===== src/rtl/dyn_defines.svh =====
`ifndef DYN_DEFINES_SVH
`define DYN_DEFINES_SVH

// Stream data width in bits
`define DYN_DATA_BITS 64

// Dynamic regions behind the host stream
`define DYN_N_REGIONS 4

// Width of a region index, log2 of the region count
`define DYN_ID_BITS 2

// Register stages on the decouple request
`define DYN_DCPL_STAGES 3

`endif


===== src/rtl/dyn_pkg.sv =====
`default_nettype none

`include "dyn_defines.svh"

package dyn_pkg;

    // One stream word and its byte enables
    typedef logic [`DYN_DATA_BITS-1:0]   data_t;
    typedef logic [`DYN_DATA_BITS/8-1:0] keep_t;

    // Region index as carried in tid
    typedef logic [`DYN_ID_BITS-1:0]     region_id_t;

    // One bit per region
    typedef logic [`DYN_N_REGIONS-1:0]   region_mask_t;

endpackage

`default_nettype wire


===== src/rtl/axis_if.sv =====
`timescale 1ns/1ps
`default_nettype none

interface axis_if;
    dyn_pkg::data_t      tdata;
    dyn_pkg::keep_t      tkeep;
    dyn_pkg::region_id_t tid;
    logic                tlast;
    logic                tvalid;
    logic                tready;

    // Source side drives the beat
    modport src (
        output tdata, tkeep, tid, tlast, tvalid,
        input  tready
    );

    // Sink side answers with ready
    modport snk (
        input  tdata, tkeep, tid, tlast, tvalid,
        output tready
    );
endinterface

`default_nettype wire


===== src/rtl/axis_reg_slice.sv =====
`timescale 1ns/1ps
`default_nettype none

module axis_reg_slice (
    input  logic aclk,
    input  logic aresetn,
    axis_if.snk  s,
    axis_if.src  m
);
    import dyn_pkg::*;

    // Main stage, drives the output
    logic       main_valid;
    data_t      main_data;
    keep_t      main_keep;
    region_id_t main_id;
    logic       main_last;

    // Spare stage, catches a beat while main is stalled
    logic       spare_valid;
    data_t      spare_data;
    keep_t      spare_keep;
    region_id_t spare_id;
    logic       spare_last;

    logic s_fire;
    logic main_load;

    // Ready comes straight from a flop
    assign s.tready  = ~spare_valid;
    assign s_fire    = s.tvalid & ~spare_valid;
    assign main_load = ~main_valid | m.tready;

    always_ff @(posedge aclk) begin
        if (!aresetn) begin
            main_valid  <= 1'b0;
            spare_valid <= 1'b0;
        end else begin
            if (main_load) begin
                main_valid  <= spare_valid | s_fire;
                spare_valid <= 1'b0;
            end else if (s_fire) begin
                spare_valid <= 1'b1;
            end
        end
    end

    always_ff @(posedge aclk) begin
        if (main_load) begin
            // Spare holds the older beat, so it goes first
            if (spare_valid) begin
                main_data <= spare_data;
                main_keep <= spare_keep;
                main_id   <= spare_id;
                main_last <= spare_last;
            end else begin
                main_data <= s.tdata;
                main_keep <= s.tkeep;
                main_id   <= s.tid;
                main_last <= s.tlast;
            end
        end
        if (s_fire && !main_load) begin
            spare_data <= s.tdata;
            spare_keep <= s.tkeep;
            spare_id   <= s.tid;
            spare_last <= s.tlast;
        end
    end

    assign m.tvalid = main_valid;
    assign m.tdata  = main_data;
    assign m.tkeep  = main_keep;
    assign m.tid    = main_id;
    assign m.tlast  = main_last;

    a_hold_stalled: assert property (@(posedge aclk) disable iff (!aresetn)
        m.tvalid && !m.tready |=> m.tvalid && $stable(m.tdata) && $stable(m.tkeep)
            && $stable(m.tid) && $stable(m.tlast))
        else $error("axis_reg_slice: output beat changed while stalled");

endmodule

`default_nettype wire


===== src/flat_wrapper.sv =====
// flat-port wrapper written by rule: the top's interface ports become plain ports
module axis_reg_slice_flat import dyn_pkg::*;
  (aclk, aresetn, s_tdata, s_tkeep, s_tid, s_tlast, s_tvalid, s_tready, m_tdata, m_tkeep, m_tid, m_tlast, m_tvalid, m_tready);
  axis_if s_i ();
  axis_if m_i ();
  input  logic aclk;
  input  logic aresetn;
  input wire logic [$bits(s_i.tdata)-1:0] s_tdata;
  input wire logic [$bits(s_i.tkeep)-1:0] s_tkeep;
  input wire logic [$bits(s_i.tid)-1:0] s_tid;
  input wire logic [$bits(s_i.tlast)-1:0] s_tlast;
  input wire logic [$bits(s_i.tvalid)-1:0] s_tvalid;
  output wire logic [$bits(s_i.tready)-1:0] s_tready;
  output wire logic [$bits(m_i.tdata)-1:0] m_tdata;
  output wire logic [$bits(m_i.tkeep)-1:0] m_tkeep;
  output wire logic [$bits(m_i.tid)-1:0] m_tid;
  output wire logic [$bits(m_i.tlast)-1:0] m_tlast;
  output wire logic [$bits(m_i.tvalid)-1:0] m_tvalid;
  input wire logic [$bits(m_i.tready)-1:0] m_tready;
  assign s_i.tdata = s_tdata;
  assign s_i.tkeep = s_tkeep;
  assign s_i.tid = s_tid;
  assign s_i.tlast = s_tlast;
  assign s_i.tvalid = s_tvalid;
  assign s_tready = s_i.tready;
  assign m_tdata = m_i.tdata;
  assign m_tkeep = m_i.tkeep;
  assign m_tid = m_i.tid;
  assign m_tlast = m_i.tlast;
  assign m_tvalid = m_i.tvalid;
  assign m_i.tready = m_tready;
  axis_reg_slice u_core (.aclk(aclk), .aresetn(aresetn), .s(s_i), .m(m_i));
endmodule

===== config.mk =====
export PLATFORM = sky130hd
export DESIGN_NAME = axis_reg_slice_flat
export DESIGN_NICKNAME = d
export VERILOG_FILES = /design/src/rtl/dyn_pkg.sv /design/src/rtl/axis_if.sv /design/src/rtl/axis_reg_slice.sv /design/src/flat_wrapper.sv
export VERILOG_INCLUDE_DIRS = /design/src /design/src/rtl
export SDC_FILE = /design/constraint.sdc
export NUM_CORES = 1
export LEC_CHECK = 0
export BUFFER_PORTS_ARGS = -buffer_cell sky130_fd_sc_hd__clkbuf_2
export CAP_MARGIN = 20
export CORE_ASPECT_RATIO = 1.2
export CORE_MARGIN = 2
export CORE_UTILIZATION = 50
export CTS_CLUSTER_SIZE = 28
export DETAILED_ROUTE_END_ITERATION = 8
export PLACE_DENSITY = 0.77
export SETUP_SLACK_MARGIN = 0.3
export SLEW_MARGIN = 20
export SYNTH_ARGS = -nofsm -noshare
export SYNTH_HDL_FRONTEND = slang
export SYNTH_SLANG_ARGS = --single-unit

===== constraint.sdc =====
create_clock -name aclk -period 13.67 [get_ports aclk]
set_clock_uncertainty 0.05 [all_clocks]
set_input_delay 2.734 -clock aclk [delete_from_list [all_inputs] [get_ports aclk]]
set_output_delay 2.734 -clock aclk [all_outputs]
set_load 0.01 [all_outputs]

==> flow_metrics.env <==
export IMPL_status="completed"
export IMPL_period_share_pct=32.57
export IMPL_avgRoutedWirePerCell_microns=17.10
export IMPL_crit_fanout=78
export IMPL_max_slew_margin_rel_pct=29.75
export IMPL_synth_nets=321
export IMPL_grt_overflow=0
export IMPL_netlist_instances=242
export IMPL_ys_seq_elements=152
export IMPL_cts_root_buf="clkbuf_16"
export IMPL_worstPathArrival_ps=4440
export IMPL_io_pins=156
export IMPL_drive_gt1_share_pct=62.80
export IMPL_min_path_type="register to register"
export IMPL_io_buffers=155
export IMPL_core_area_sq_um=10930
export IMPL_worstSetupEndpointType="register"
export IMPL_ys_warn_count=0
export IMPL_initial_utilization_pct=50.97
export IMPL_grt_antenna_before_repair=0
export IMPL_total_leakage_power_nw=2.790
export IMPL_fin_area_sq_um=7121
export IMPL_dieArea_sq_um=12010
export IMPL_ir_drop_v=0.00008465
export IMPL_clk_pin_slew_ps=60
export IMPL_slew_violations=0
export IMPL_seq_area_sq_um=4548
export IMPL_yosysTopAreaCellShare_pct=80.84
export IMPL_cts_made_buffers=17
export IMPL_powerDensity_nw_per_um2=155.3
export IMPL_grt_pass1_wl_microns=14470
export IMPL_fp_dieH_microns=119.6
export IMPL_area_growth_pct=27.80
export IMPL_grt_pass1_vias=2849
export IMPL_synth_cell_types=13
export IMPL_multiInputGateArea_sq_um=953.4
export IMPL_hold_buffers=0
export IMPL_wl_microns=9474
export IMPL_utilization_pct=65.14
export IMPL_hold_viol=0
export IMPL_grt_total_usage_pct=16.39
export IMPL_cts_tree="done"
export IMPL_route_detailed_drc=0
export IMPL_core_rowCount=42
export IMPL_final_common_cell="clkbuf_2"
export IMPL_dp_hpwl_microns=6231
export IMPL_via_count=2787
export IMPL_syn_avg_cell_area_sq_um=23.02
export IMPL_final_nets=489
export IMPL_num_antenna_cells=0
export IMPL_min_period_ps=4452
export IMPL_setup_tns_ps=0
export IMPL_synth_area_sq_um=5572
export IMPL_clockBufferDepth=2
export IMPL_criticalPathCategory="input port to register"
export IMPL_fill_cells=763
export IMPL_htreeDepth=4
export IMPL_most_common_layout_cells="clkbuf_2 (155), edfxtp_1 (150), mux2_2 (58)"
export IMPL_insertion_delay_ps=400
export IMPL_post_cts_buffers=0
export IMPL_fmax_ghz=0.2246
export IMPL_cts_sinks=152
export IMPL_drv_cap=0
export IMPL_netlist_top_cells_area="edfxtp_1 (81%), mux2_2 (12%), mux2_4 (4.6%)"
export IMPL_rsz0062_at_grt="no"
export IMPL_required_ps=13650
export IMPL_synth_yosys_seq_area_share_pct=81.56
export IMPL_ant_nets=0
export IMPL_cts_repair_resized=0
export IMPL_placed_area_sq_um=6461
export IMPL_dr_pass1_iters=5
export IMPL_setup_viol=0
export IMPL_startpoint_type="input port"
export IMPL_via_per_inst=5.031
export IMPL_grt_max_degree=79
export IMPL_synth_top_area_cell="edfxtp_1"
export IMPL_dieWidth_microns=100.4
export IMPL_drt_iter0_drc=157
export IMPL_tightest_slew_ps=1054
export IMPL_place_congestion=0.7869
## state kept, by name, summed over array words and instances (netlist names)
register and cells:
u_core.spare_id 2, u_core.spare_data 64, u_core.m.tlast 1, u_core.spare_keep 8, u_core.spare_valid 1, u_core.m.tid 2
u_core.m.tdata 64, u_core.m.tkeep 8, u_core.spare_last 1, u_core.m.tvalid 1
## cell type report
cell class,instances,area share [%]
Inverter,1,0.05271
Multi-Input combinational cell,80,13.39
Tap cell,132,2.319
Clock buffer,17,5.974
Timing Repair Buffer,158,11.49
Sequential cell,152,63.87
Clock inverter,14,2.899
## layer usage
layer	track usage, %	part of all wire, %	up-vias
met1	19.38	40	1370
met3	5.475	5.9	11
met5	0	0	-
met2	26.43	53	94
met4	8.818	1.9	0
li1	-	-	1312
## path summary, 6_finish.rpt
check,cells past startpoint,slack [ps],to,startpoint
max,4,9220,u_core.spare_data[45]$_DFFE_PP_,m_tready
min,1,490,u_core.m.tdata[27]$_DFFE_PP_,u_core.spare_data[27]$_DFFE_PP_
max reg2reg,3,11280,u_core.spare_data[45]$_DFFE_PP_,u_core.m.tvalid$_SDFFE_PN0P_
min reg2reg,1,490,u_core.m.tdata[27]$_DFFE_PP_,u_core.spare_data[27]$_DFFE_PP_
## per-stage QoR
stage	total power, mW	setup WS, ps	hold slack [ps]	instances
global placement	0.6210	8814	478.0	522
CTS	1.116	9062	496.9	553
finish	1.106	9218	493.7	554
detailed placement	0.6231	8761	480.6	522
global route	1.141	9036	506.7	554
floorplan	0.5881	2811	473.1	242
## report_power, final
group	internal [mW]	switching (mW)
Clock	0.321	0.173
Sequential	0.539	0.00780
Combinational	0.0324	0.0330
Total	0.893	0.213
## synth_stat cells, drive strengths merged
master / number
nor2: 1
edfxtp: 150
inv: 1
dfxtp: 2
a21boi: 1
nor3b: 2
buf: 9
mux2: 75
nand2b: 1
## cells by family after synthesis
logic type	after synthesis	synth area share, %
multiplexers	75	16.30
AO/OA/AOI/OAI	1	0.1348
buffers and inverters	10	1.549
flip-flops	152	81.56
AND/OR/NAND/NOR	4	0.4491
## critical path: stages
cell	delay [ps]
clkbuf_2	80
nand2b_4	620
nor3b_2	390
buf_4	550
No activity file was read; power rests on OpenSTA's default activity.
